$ cat config.mk
export PLATFORM = sky130hd
export DESIGN_NAME = fetch_unit
export DESIGN_NICKNAME = d
export VERILOG_FILES = /design/src/design/imem_pkg.sv /design/src/design/predict_pkg.sv /design/src/design/fetch_unit.sv /design/src/design/btac.sv /design/src/design/pc_select.sv /design/src/design/fetch_control.sv
export SDC_FILE = /design/constraint.sdc
export NUM_CORES = 2
export LEC_CHECK = 0
export ABC_AREA = 1
export BUFFER_PORTS_ARGS = -buffer_cell sky130_fd_sc_hd__buf_4
export CELL_PAD_IN_SITES_DETAIL_PLACEMENT = 0
export CELL_PAD_IN_SITES_GLOBAL_PLACEMENT = 1
export CORE_MARGIN = 4
export CORE_UTILIZATION = 50
export CTS_BUF_LIST = sky130_fd_sc_hd__clkbuf_4 sky130_fd_sc_hd__clkbuf_8
export DETAILED_ROUTE_END_ITERATION = 12
export PLACE_DENSITY_LB_ADDON = 0.1
export SYNTH_ARGS = -nofsm -noshare
export SYNTH_HDL_FRONTEND = slang
export SYNTH_HIERARCHICAL = 1
export SYNTH_SLANG_ARGS = --single-unit
$ cat constraint.sdc
create_clock -name clock -period 50.4 [get_ports clock]
set_clock_uncertainty 0.05 [all_clocks]
set_input_delay 7.56 -clock clock [delete_from_list [all_inputs] [get_ports clock]]
set_output_delay 7.56 -clock clock [all_outputs]
set_load 0.02 [all_outputs]
$ cat src/design/imem_pkg.sv
`default_nettype none

package imem_pkg;

  typedef logic [31:0] addr_t;        // byte address
  typedef logic [63:0] instr_pair_t;  // lower word is the instruction at addr

  typedef struct packed {
    logic  valid;
    logic  fence;  // invalidate before this fetch
    logic  spec;   // first fetch after a redirect
    addr_t addr;
  } imem_req_t;

  typedef struct packed {
    logic        ready;
    instr_pair_t rdata;
  } imem_rsp_t;

  // pair handed to decode, with the prediction that chose the next pc
  typedef struct packed {
    logic        valid;
    addr_t       pc;
    instr_pair_t instr;
    logic        taken;
    addr_t       taddr;
    addr_t       tpc;
  } fetch_out_t;

endpackage

`default_nettype wire
$ cat src/design/predict_pkg.sv
`default_nettype none

package predict_pkg;

  import imem_pkg::*;

  typedef struct packed {
    logic  trap;
    logic  mret;
    addr_t mtvec;
    addr_t mepc;
  } csr_redirect_t;

  // one resolved control transfer from execute
  typedef struct packed {
    logic  update;
    addr_t pc;
    addr_t npc;         // fall-through address
    addr_t target;
    logic  is_branch;
    logic  taken;
    logic  pred_taken;  // tag that came with the pair
    addr_t pred_taddr;
  } resolve_t;

  typedef struct packed {
    logic  strobe;
    addr_t npc;
  } fence_t;

  typedef struct packed {
    logic  hit;
    addr_t pc;
    addr_t target;
  } predict_t;

  typedef struct packed {
    logic  strobe;
    addr_t addr;  // corrected fetch address
  } miss_t;

  typedef enum logic [1:0] {
    fetch_idle,
    fetch_busy,
    fetch_ctrl,  // waiting out a stale response
    fetch_inv    // same, fence pending
  } fetch_state_t;

endpackage

`default_nettype wire

$ cat src/design/fetch_unit.sv
`timescale 1ns/10ps
`default_nettype none

module fetch_unit
  import imem_pkg::*;
  import predict_pkg::*;
#(
  parameter int BTAC_ENTRIES = 16
)
(
  input  logic          clock,
  input  logic          reset,
  input  csr_redirect_t csr,
  input  resolve_t      resolve,
  input  fence_t        fence,
  input  logic          halt,
  input  logic          clear,
  output imem_req_t     imem_req,
  input  imem_rsp_t     imem_rsp,
  output fetch_out_t    fetch_out
);

  logic     req_valid;
  logic     req_fence;
  logic     req_spec;
  addr_t    req_addr;
  logic     stall;
  logic     accept;
  logic     redirect;
  logic     fence_redirect;
  predict_t pred;
  miss_t    miss;

  assign imem_req = '{valid: req_valid, fence: req_fence, spec: req_spec,
                      addr: req_addr};

  fetch_control fetch_control_i (
    .clock          (clock),
    .reset          (reset),
    .halt           (halt),
    .clear          (clear),
    .rsp_ready      (imem_rsp.ready),
    .redirect       (redirect),
    .fence_redirect (fence_redirect),
    .req_valid      (req_valid),
    .req_fence      (req_fence),
    .req_spec       (req_spec),
    .stall          (stall),
    .accept         (accept)
  );

  pc_select pc_select_i (
    .clock          (clock),
    .reset          (reset),
    .csr            (csr),
    .miss           (miss),
    .fence          (fence),
    .pred           (pred),
    .stall          (stall),
    .accept         (accept),
    .rsp            (imem_rsp),
    .pc             (req_addr),
    .redirect       (redirect),
    .fence_redirect (fence_redirect),
    .out            (fetch_out)
  );

  btac #(
    .BTAC_ENTRIES (BTAC_ENTRIES)
  ) btac_i (
    .clock     (clock),
    .reset     (reset),
    .lookup_pc (req_addr),
    .resolve   (resolve),
    .pred      (pred),
    .miss      (miss)
  );

endmodule

`default_nettype wire

$ cat src/design/btac.sv
`timescale 1ns/10ps
`default_nettype none

module btac
  import imem_pkg::*;
  import predict_pkg::*;
#(
  parameter int BTAC_ENTRIES = 16
)
(
  input  logic     clock,
  input  logic     reset,
  input  addr_t    lookup_pc,
  input  resolve_t resolve,
  output predict_t pred,
  output miss_t    miss
);

  localparam int ADDR_BITS   = $bits(addr_t);
  localparam int OFFSET_BITS = 3;  // one entry per 8-byte pair
  localparam int INDEX_BITS  = $clog2(BTAC_ENTRIES);
  localparam int TAG_BITS    = ADDR_BITS - OFFSET_BITS - INDEX_BITS;

  typedef logic [INDEX_BITS-1:0] btac_index_t;
  typedef logic [TAG_BITS-1:0]   btac_tag_t;

  logic [BTAC_ENTRIES-1:0] valid_q;
  btac_tag_t               tag_q    [BTAC_ENTRIES];
  addr_t                   target_q [BTAC_ENTRIES];

  btac_index_t get_index;
  btac_tag_t   get_tag;
  btac_index_t upd_index;
  btac_tag_t   upd_tag;
  logic        upd_hit;
  logic        train;
  logic        mispredict;

  // ##########################################################
  // lookup
  // ##########################################################
  assign get_index = lookup_pc[OFFSET_BITS +: INDEX_BITS];
  assign get_tag   = lookup_pc[ADDR_BITS-1 -: TAG_BITS];

  assign pred = '{
    hit:    valid_q[get_index] && (tag_q[get_index] == get_tag),
    pc:     lookup_pc,
    target: target_q[get_index]
  };

  // ##########################################################
  // training from resolved branches
  // ##########################################################
  assign upd_index = resolve.pc[OFFSET_BITS +: INDEX_BITS];
  assign upd_tag   = resolve.pc[ADDR_BITS-1 -: TAG_BITS];
  assign upd_hit   = valid_q[upd_index] && (tag_q[upd_index] == upd_tag);
  assign train     = resolve.update && resolve.is_branch;

  always_ff @(posedge clock) begin
    if (!reset) begin
      valid_q <= '0;
    end else if (train) begin
      if (resolve.taken) begin
        valid_q[upd_index] <= 1'b1;
      end else if (upd_hit) begin
        valid_q[upd_index] <= 1'b0;  // only drop our own entry
      end
    end
  end

  always_ff @(posedge clock) begin
    if (train && resolve.taken) begin
      tag_q[upd_index]    <= upd_tag;
      target_q[upd_index] <= resolve.target;
    end
  end

  // direction wrong, or taken to another target
  assign mispredict = resolve.update &&
                      ((resolve.taken != resolve.pred_taken) ||
                       (resolve.taken && (resolve.target != resolve.pred_taddr)));

  assign miss = '{
    strobe: mispredict,
    addr:   resolve.taken ? resolve.target : resolve.npc
  };

endmodule

`default_nettype wire

$ cat src/design/pc_select.sv
`timescale 1ns/10ps
`default_nettype none

module pc_select
  import imem_pkg::*;
  import predict_pkg::*;
(
  input  logic          clock,
  input  logic          reset,
  input  csr_redirect_t csr,
  input  miss_t         miss,
  input  fence_t        fence,
  input  predict_t      pred,
  input  logic          stall,
  input  logic          accept,
  input  imem_rsp_t     rsp,
  output addr_t         pc,
  output logic          redirect,
  output logic          fence_redirect,
  output fetch_out_t    out
);

  addr_t       pc_q;         // next pair to fetch
  addr_t       issue_pc;
  logic        use_pred;

  addr_t       req_pc_q;     // outstanding request
  logic        req_taken_q;
  addr_t       req_taddr_q;
  addr_t       req_tpc_q;

  logic        out_valid_q;
  addr_t       out_pc_q;
  instr_pair_t out_instr_q;
  logic        out_taken_q;
  addr_t       out_taddr_q;
  addr_t       out_tpc_q;

  // ##########################################################
  // next pc
  // ##########################################################
  always_comb begin
    redirect       = 1'b1;
    fence_redirect = 1'b0;
    if (csr.trap) begin
      issue_pc = csr.mtvec;
    end else if (csr.mret) begin
      issue_pc = csr.mepc;
    end else if (miss.strobe) begin
      issue_pc = miss.addr;
    end else if (fence.strobe) begin
      issue_pc       = fence.npc;
      fence_redirect = 1'b1;
    end else begin
      issue_pc = pc_q;
      redirect = 1'b0;
    end
  end

  assign use_pred = pred.hit && !redirect;  // no prediction for a redirect target
  assign pc       = issue_pc;

  always_ff @(posedge clock) begin
    if (!reset) begin
      pc_q <= '0;
    end else if (!stall) begin
      pc_q <= use_pred ? pred.target : issue_pc + addr_t'(8);
    end else if (redirect) begin
      pc_q <= issue_pc;  // sent once the stale pair is gone
    end
  end

  always_ff @(posedge clock) begin
    if (!stall) begin
      req_pc_q    <= issue_pc;
      req_taken_q <= use_pred;
      req_taddr_q <= use_pred ? pred.target : '0;
      req_tpc_q   <= use_pred ? pred.pc : '0;
    end
  end

  // register to decode
  always_ff @(posedge clock) begin
    if (!reset) begin
      out_valid_q <= 1'b0;
    end else begin
      out_valid_q <= accept;
    end
  end

  always_ff @(posedge clock) begin
    if (accept) begin
      out_pc_q    <= req_pc_q;
      out_instr_q <= rsp.rdata;
      out_taken_q <= req_taken_q;
      out_taddr_q <= req_taddr_q;
      out_tpc_q   <= req_tpc_q;
    end
  end

  assign out = '{valid: out_valid_q, pc: out_pc_q, instr: out_instr_q,
                 taken: out_taken_q, taddr: out_taddr_q, tpc: out_tpc_q};

  a_pc_aligned: assert property (
    @(posedge clock) disable iff (!reset)
    pc[2:0] == 3'b000
  );

  a_accept_ready: assert property (
    @(posedge clock) disable iff (!reset)
    accept |-> rsp.ready
  );

endmodule

`default_nettype wire

$ cat src/design/fetch_control.sv
`timescale 1ns/10ps
`default_nettype none

module fetch_control
  import predict_pkg::*;
(
  input  logic clock,
  input  logic reset,
  input  logic halt,
  input  logic clear,
  input  logic rsp_ready,
  input  logic redirect,
  input  logic fence_redirect,
  output logic req_valid,
  output logic req_fence,
  output logic req_spec,
  output logic stall,
  output logic accept
);

  fetch_state_t state_q;
  fetch_state_t state_d;
  logic         issue;         // request leaves this cycle
  logic         spec_pend_q;   // redirect taken, its fetch not sent yet
  logic         fence_pend_q;

  // ##########################################################
  // request and response decisions
  // ##########################################################
  always_comb begin
    state_d = state_q;
    issue   = 1'b0;
    accept  = 1'b0;
    case (state_q)
      fetch_idle: begin
        if (reset && !clear && !halt) begin
          issue   = 1'b1;
          state_d = fetch_busy;
        end
      end
      fetch_busy: begin
        if (rsp_ready) begin
          accept  = !redirect;  // redirect in this cycle drops the pair
          issue   = !halt;
          state_d = halt ? fetch_idle : fetch_busy;
        end else if (fence_redirect) begin
          state_d = fetch_inv;
        end else if (redirect) begin
          state_d = fetch_ctrl;
        end
      end
      fetch_ctrl, fetch_inv: begin
        if (rsp_ready) begin
          issue   = !halt;  // stale pair is discarded
          state_d = halt ? fetch_idle : fetch_busy;
        end else if (fence_redirect) begin
          state_d = fetch_inv;
        end
      end
      default: begin
        state_d = fetch_idle;
      end
    endcase
  end

  always_ff @(posedge clock) begin
    if (!reset) begin
      state_q      <= fetch_idle;
      spec_pend_q  <= 1'b0;
      fence_pend_q <= 1'b0;
    end else begin
      state_q <= state_d;
      if (issue) begin
        spec_pend_q  <= 1'b0;
        fence_pend_q <= 1'b0;
      end else begin
        spec_pend_q  <= spec_pend_q | redirect;
        fence_pend_q <= fence_pend_q | fence_redirect;
      end
    end
  end

  assign req_valid = issue;
  assign req_spec  = issue && (redirect || spec_pend_q);
  assign req_fence = issue && (fence_redirect || fence_pend_q);
  assign stall     = !issue;  // pc holds unless a fetch goes out

  a_accept_busy: assert property (
    @(posedge clock) disable iff (!reset)
    accept |-> state_q == fetch_busy
  );

endmodule

`default_nettype wire

; ---- Word-level counts from Yosys, hierarchy flattened
; Memory sizes are Yosys's and may differ from the RTL's.
; Index checks and enable logic that the tools add are counted.
[totals]
in_bits = 300
memories = 2
elab_cells = 101
latch_bits = 0
romBits = 0
ramBits = 912
regBits = 311
output_inout_bits = 197
[op_classes]
muxes = 38
bitwise = 6
reduce_logical = 26
order_cmp = 3
eq_ne = 10
n_div = 0
n_shift = 0
multipliers = 0
addsub = 1
[memory_table]
columns = name, depth, width, rd, rd_clocked_by_memory_dff, wr, line_no
row1 = btac_i.target_q, 16, 32, 1, 0, 1, btac.sv:29  ; addr_t target_q [BTAC_ENTRIES];
row2 = btac_i.tag_q, 16, 25, 2, 0, 1, btac.sv:28  ; btac_tag_t tag_q [BTAC_ENTRIES];
[op_table]
columns = op, n
row1 = $mux W32, 8
row2 = $eq A25 B25 Y1, 2
row3 = $add A32 B4 Y32 const B, 1
row4 = $mux W16, 2
row5 = $ne A32 B32 Y1, 1
row6 = $mux W1, 17
row7 = $and A16 B16 Y16, 1
row8 = $not A16 Y16, 1
row9 = $or A16 B16 Y16, 1
row10 = $logic_and A1 B1 Y1, 12
row11 = $mux W2, 6
row12 = $lt A4 B5 Y1 const B, 2
row13 = $bmux W1 S4, 2
row14 = $pmux W2 S3, 1
row15 = $demux W1 S4, 1
row16 = $eq A2 B2 Y1 const B, 2
row17 = $ge A4 B1 Y1 const B, 1
row18 = $ne A4 B2 Y1 const B, 1
row19 = $reduce_bool A2 Y1, 2
row20 = $reduce_or A2 Y1, 2
row21 = $logic_not A1 Y1, 3
row22 = $logic_or A1 B1 Y1, 3
row23 = $ne A3 B2 Y1 const B, 1
row24 = $reduce_and A3 Y1, 1
row25 = other kinds (9), 10

; ---- Longest topological paths before layout
[depth]
ltp_word = 13
mapped_depth = 42
depth_no_buf = 36

; ---- Cells and area by module
; Netlist, hierarchy kept.
[by_module_without_submodules]
columns = module, area_each_um2, n_inst, seq_area_each_um2, cells_each
row1 = btac, 41957.7, 1, 27706.6, 4043
row2 = pc_select, 12360.6, 1, 8408.1, 1142
row3 = fetch_control, 252.7, 1, 80.1, 39
row4 = fetch_unit, 22.5, 1, 0.0, 3

; ---- Least setup slack after synthesis
; Ideal clock, no wire load.
[synth_timing]
path_kind = input-to-reg
startpoint = in resolve[57] (netlist bit)
endpoint = reg pc_select_i.out_instr_q[0], enable pin
path_slack_ps = 29338
t_arrival_ps = 20131
cell_stages = 17
n_path_buf = 4
setup_time_ps = 881
t_required_ps = 49469
cell_sequence = inv_1 -> nand2_1 -> o21ai_0 -> a221o_1 -> nor4_1 -> nand3_1 -> nor2_1 -> nor2_1 -> buf_4 -> buf_6 -> nor2_8 -> buf_6 -> buf_6 -> nand2_1 -> inv_1 -> nand2_1 -> nor3_1
[synth_between]
elab_chain_cells = 10
[synth_rtl]
columns = element, line_no
row1 = start: declaration, fetch_unit.sv:14  ; input resolve_t resolve,
row2 = $ne A32 B32 Y1, btac.sv:81  ; (resolve.taken && (resolve.target != resolve.pred_taddr)));
row3 = $logic_and A1 B1 Y1, btac.sv:81
row4 = $logic_or A1 B1 Y1, btac.sv:80  ; ((resolve.taken != resolve.pred_taken) ||
row5 = $logic_and A1 B1 Y1, btac.sv:79  ; assign mispredict = resolve.update &&
row6 = named net btac_i.mispredict, btac.sv:37  ; logic mispredict;
row7 = $mux W1, pc_select.sv:49  ; end else if (miss.strobe) begin
row8 = $mux W1, pc_select.sv:47  ; end else if (csr.mret) begin
row9 = $mux W1, pc_select.sv:45  ; if (csr.trap) begin
row10 = named net redirect, fetch_unit.sv:29  ; logic redirect;
row11 = $logic_not A1 Y1, fetch_control.sv:43  ; accept = !redirect;
row12 = $mux W1, fetch_control.sv:42  ; if (rsp_ready) begin
row13 = $mux W1, fetch_control.sv:34  ; case (state_q)
row14 = named net accept, fetch_unit.sv:28  ; logic accept;
row15 = end signal: assignment, pc_select.sv:94  ; out_instr_q <= rsp.rdata;
row16 = end: declaration, pc_select.sv:34  ; instr_pair_t out_instr_q;
; The timed path passes the listed nets, and every way through them passes these cells.
; A chain may end at the register's enable or synchronous reset.

==> impl_metrics.py <==
metrics = {
    "setup_path": {
        "rr_startpoint": "pc_select_i/pc_q[4]",
        "worstReg2RegEnd": "pc_select_i/pc_q[3]",
        "path_buf_inv": 3,
        "cp.depth": 12,
        "cpPeakStageDelay_ps": 700,
        "crit_type": "in2out",
        "worstSetupStartpoint": "resolve[63]",
        "critPathTopFamily": "simple AND/OR/NAND/NOR gates",
        "end_kind": "primary output",
        "cp-start-kind": "input port",
        "cp_common_cell": "buf_4",
        "crit_arrival_ps": 10780,
        "worstPathRequired_ps": 42790,
        "cp-endpoint": "imem_req[21]",
        "r2r_slack_ps": 44250,
        "crit_path_cell_trace": "buf_4 -> xor2_1 -> nor3_1 -> nand4_1 -> nor2_1 -> nor2_4 -> buf_4 -> a21oi_1 -> nand3_1 -> nand2_1 -> nand2_1 -> buf_4",
        "path_max_fanout": 32,
        "ff2ff_path_depth": 21,
        "critPathSlowestCell": "nor3_1",
    },
    "drt": {
        "met2_length_mm": 87.83,
        "post_drt_wl_per_cell_um": 26.25,
        "drtAntennaViolNets": 0,
        "wirelength_mm": 188.7,
        "met1_length_mm": 76.85,
        "drtIter0Drc": 4861,
        "topRoutingLayerUsed": "met5",
        "viasPerCell": 5.871,
        "drc_errors": 0,
        "wl_met3_mm": 17.67,
        "vias": 42200,
        "drt-pass1-iter-count": 6,
    },
    "layout": {
        "fin_util_pct": 58.13,
        "fillCellCount": 9269,
        "fin_area_um2": 62670,
        "fin_nets": 5934,
        "drive_gt1_share_pct": 17.37,
        "area_delta_synth_final_pct": 14.79,
    },
    "power": {
        "p_leak_nw": 24.06,
        "switching_share_pct": 27.01,
        "pwr-share-clk_pct": 36.8,
        "p_seq_share_pct": 50.8,
        "comb_power_share_pct": 12.4,
        "p_int_w": 0.001634,
        "switchingPower_w": 0.0006048,
        "power_density_nw_per_um2": 35.73,
        "vdd_ir_drop_max_uv": 26.22,
    },
    "synthesis": {
        "synth_cells": 5227,
        "yosysMostFrequentCell": "nand2_1",
        "synth_top_area_cell": "edfxtp_1",
        "synth-seq-cells": 1223,
        "synth_edf_count": 1170,
        "synth_nets": 5528,
        "async_flop_share_pct": 0,
        "synthDistinctLibCells": 50,
        "yosys.area.top_type_share_pct": 64.35,
        "syn_avg_cell_area_um2": 10.44,
        "netlist_top_cells_count": "nand2_1 (1348), edfxtp_1 (1170), nor2_1 (652), o21ai_0 (572), inv_1 (281)",
        "ys_warn_count": 6,
        "netlist_area_um2": 54590,
        "synth_area_leaders": "edfxtp_1 (64%), nand2_1 (9.3%), o21ai_0 (5.2%)",
        "ys_seq_area_share_pct": 66.30,
        "ys.flop_type": "edfxtp_1",
    },
    "grt": {
        "grt_max_degree": 195,
        "gr-total-overflow": 0,
        "grt_pass1_wl_mm": 269.5,
        "grt_pass1_vias": 39230,
        "grt_antenna_before_repair": 12,
        "grt_use_total_pct": 31.98,
    },
    "clock_tree": {
        "clkTransAtPathRegs_ps": 60,
        "clk-insertion-delay-late_ps": 900,
        "post_cts_resized": 0,
        "cts.sinks": 1223,
        "postCtsHoldBufs": 0,
        "cts_buffer_depth": 3,
        "numCtsBuffers": 198,
        "h-tree-depth": 4,
        "cts_tree": "built",
        "cts_root_buf": "clkbuf_8",
        "postCtsSetupBuffers": 0,
    },
    "placement": {
        "dp_hpwl_mm": 112.7,
        "dpl_cell_area_um2": 58910,
        "port_buffers": 493,
        "gp_congestion": 0.9157,
    },
    "timing": {
        "hold_viol_final": 0,
        "report.final.slew_viol_count": 0,
        "worst-slew-pin-transition_ps": 1136,
        "finalSetupViolCount": 0,
        "fmax_mhz": 54.37,
        "post-route-period-util_pct": 36.49,
        "rsz0062_at_grt": "false",
        "hold-worst-slack_ps": 363.9,
        "relSlewSlack_pct": 24.05,
        "fin_tns_setup_ps": 0,
        "fin_crit_ps": 18390,
    },
    "floorplan": {
        "fp.dieH_um": 338.4,
        "io_pins": 497,
        "rows": 120,
        "start_util_pct": 50.64,
        "die_x_um": 338.4,
        "fp.coreArea_um2": 107800,
        "die_area_um2": 114500,
    },
    "hold_path": {
        "hold_class": "reg2reg",
    },
    "flow_run": {
        "cap_violations": 0,
    },
    "status": {
        "status": "finished, final reports clean",
    },
}
==> worst register-to-register path: stages, from the launching register on <==
cell and delay, ps:
dfxtp_1 360, nand2_1 60, nand3_1 110, nand2_1 140, nand2_8 310, buf_4 700
buf_4 840, o21ai_0 240, o221ai_1 260, o21ai_0 140, o22ai_1 540, nand4_1 210
nor3_1 170, nand3_1 100, nor2_1 260, nand3_4 270, inv_1 200, buf_4 360
nand2_1 230, o211ai_1 130, o21ai_0 240, nor2_1 160
==> layout by cell type, fill, tap and decap left out, drive strengths merged, types with 14 or more instances in the layout <==
master	instances
nand3	188
edfxtp	1170
clkbuf	269
nand2	1395
a21oi	96
nor2	671
nor3	20
o221ai	152
o22ai	74
clkinv	86
inv	303
o21ai	615
buf	552
xor2	14
dfxtp	53
o211ai	59
nand4	15
==> per-layer routing <==
| layer | GRT usage, % | up-vias |
|---|---|---|
| li1 | - | 18970 |
| met1 | 44.35 | 20680 |
| met2 | 50.81 | 2204 |
| met3 | 6.258 | 353 |
| met4 | 11.11 | 2 |
| met5 | 0 | - |
==> logic make-up (layout without fill, tap and decap cells) <==
kind of cell / after synthesis / after routing / synth area share [%]
fa+ha+maj: 1 / 1 / 0.02291
other cells: 0 / 12 / 0
flops: 1223 / 1223 / 66.30
xor+xnor: 18 / 18 / 0.2888
compound gates: 1020 / 1020 / 11.03
simple gates: 2296 / 2296 / 16.96
buf+inv: 669 / 1215 / 5.400
==> area by class of cell <==
class	count	area [um2]	area share, %
Sequential cell	1223	36190	57.76
Multi-Input combinational cell	3335	15530	24.78
Timing Repair Buffer	552	4169	6.652
Clock buffer	269	3277	5.229
Tap cell	1403	1755	2.801
Inverter	323	1262	2.014
Clock inverter	71	447.9	0.7148
Antenna cell	12	30.03	0.04792
==> metrics by stage <==
stage	power, W	setup WS [ps]	instances
after floorplan	0.001318	29340	5227
after global placement	0.001429	32040	6836
after detailed placement	0.001431	32000	6836
after CTS	0.002244	31990	7176
after global routing	0.002318	31840	7184
final	0.002239	32010	7188
==> power groups by stage <==
stage,registers [W],logic (W),clock network [W]
2_1_floorplan,0.00116,0.000159,0
3_3_place_gp,0.00116,0.000270,0
3_5_place_dp,0.00116,0.000272,0
4_1_cts,0.00114,0.000273,0.000833
5_1_grt,0.00114,0.000298,0.000882
6_report,0.00114,0.000277,0.000825
==> worst min-delay path by stage <==
stage,depth (start not counted),slack (ps),to,start
2_1_floorplan,0,350,pc_select_i/out_pc_q[0],pc_select_i/req_pc_q[0]
3_3_place_gp,0,350,pc_select_i/out_taddr_q[8],pc_select_i/req_taddr_q[8]
3_5_place_dp,0,350,pc_select_i/out_pc_q[10],pc_select_i/req_pc_q[10]
4_1_cts,0,360,pc_select_i/out_pc_q[17],pc_select_i/req_pc_q[17]
5_1_grt,0,360,pc_select_i/out_pc_q[17],pc_select_i/req_pc_q[17]
6_report,0,360,pc_select_i/out_taddr_q[19],pc_select_i/req_taddr_q[19]
==> sequential cells by signal, indices dropped and copies added, names as in the netlist, named ones only <==
signal	count
btac_i/tag_q	400
btac_i/target_q	512
fetch_control_i/fence_pend_q	1
fetch_control_i/spec_pend_q	1
fetch_control_i/state_q	2
pc_select_i/out_instr_q	64
pc_select_i/out_pc_q	32
pc_select_i/out_taddr_q	32
pc_select_i/out_taken_q	1
pc_select_i/out_tpc_q	32
pc_select_i/out_valid_q	1
pc_select_i/pc_q	32
pc_select_i/req_pc_q	32
pc_select_i/req_taddr_q	32
pc_select_i/req_taken_q	1
pc_select_i/req_tpc_q	32
No activity file was read; power rests on OpenSTA's default activity.
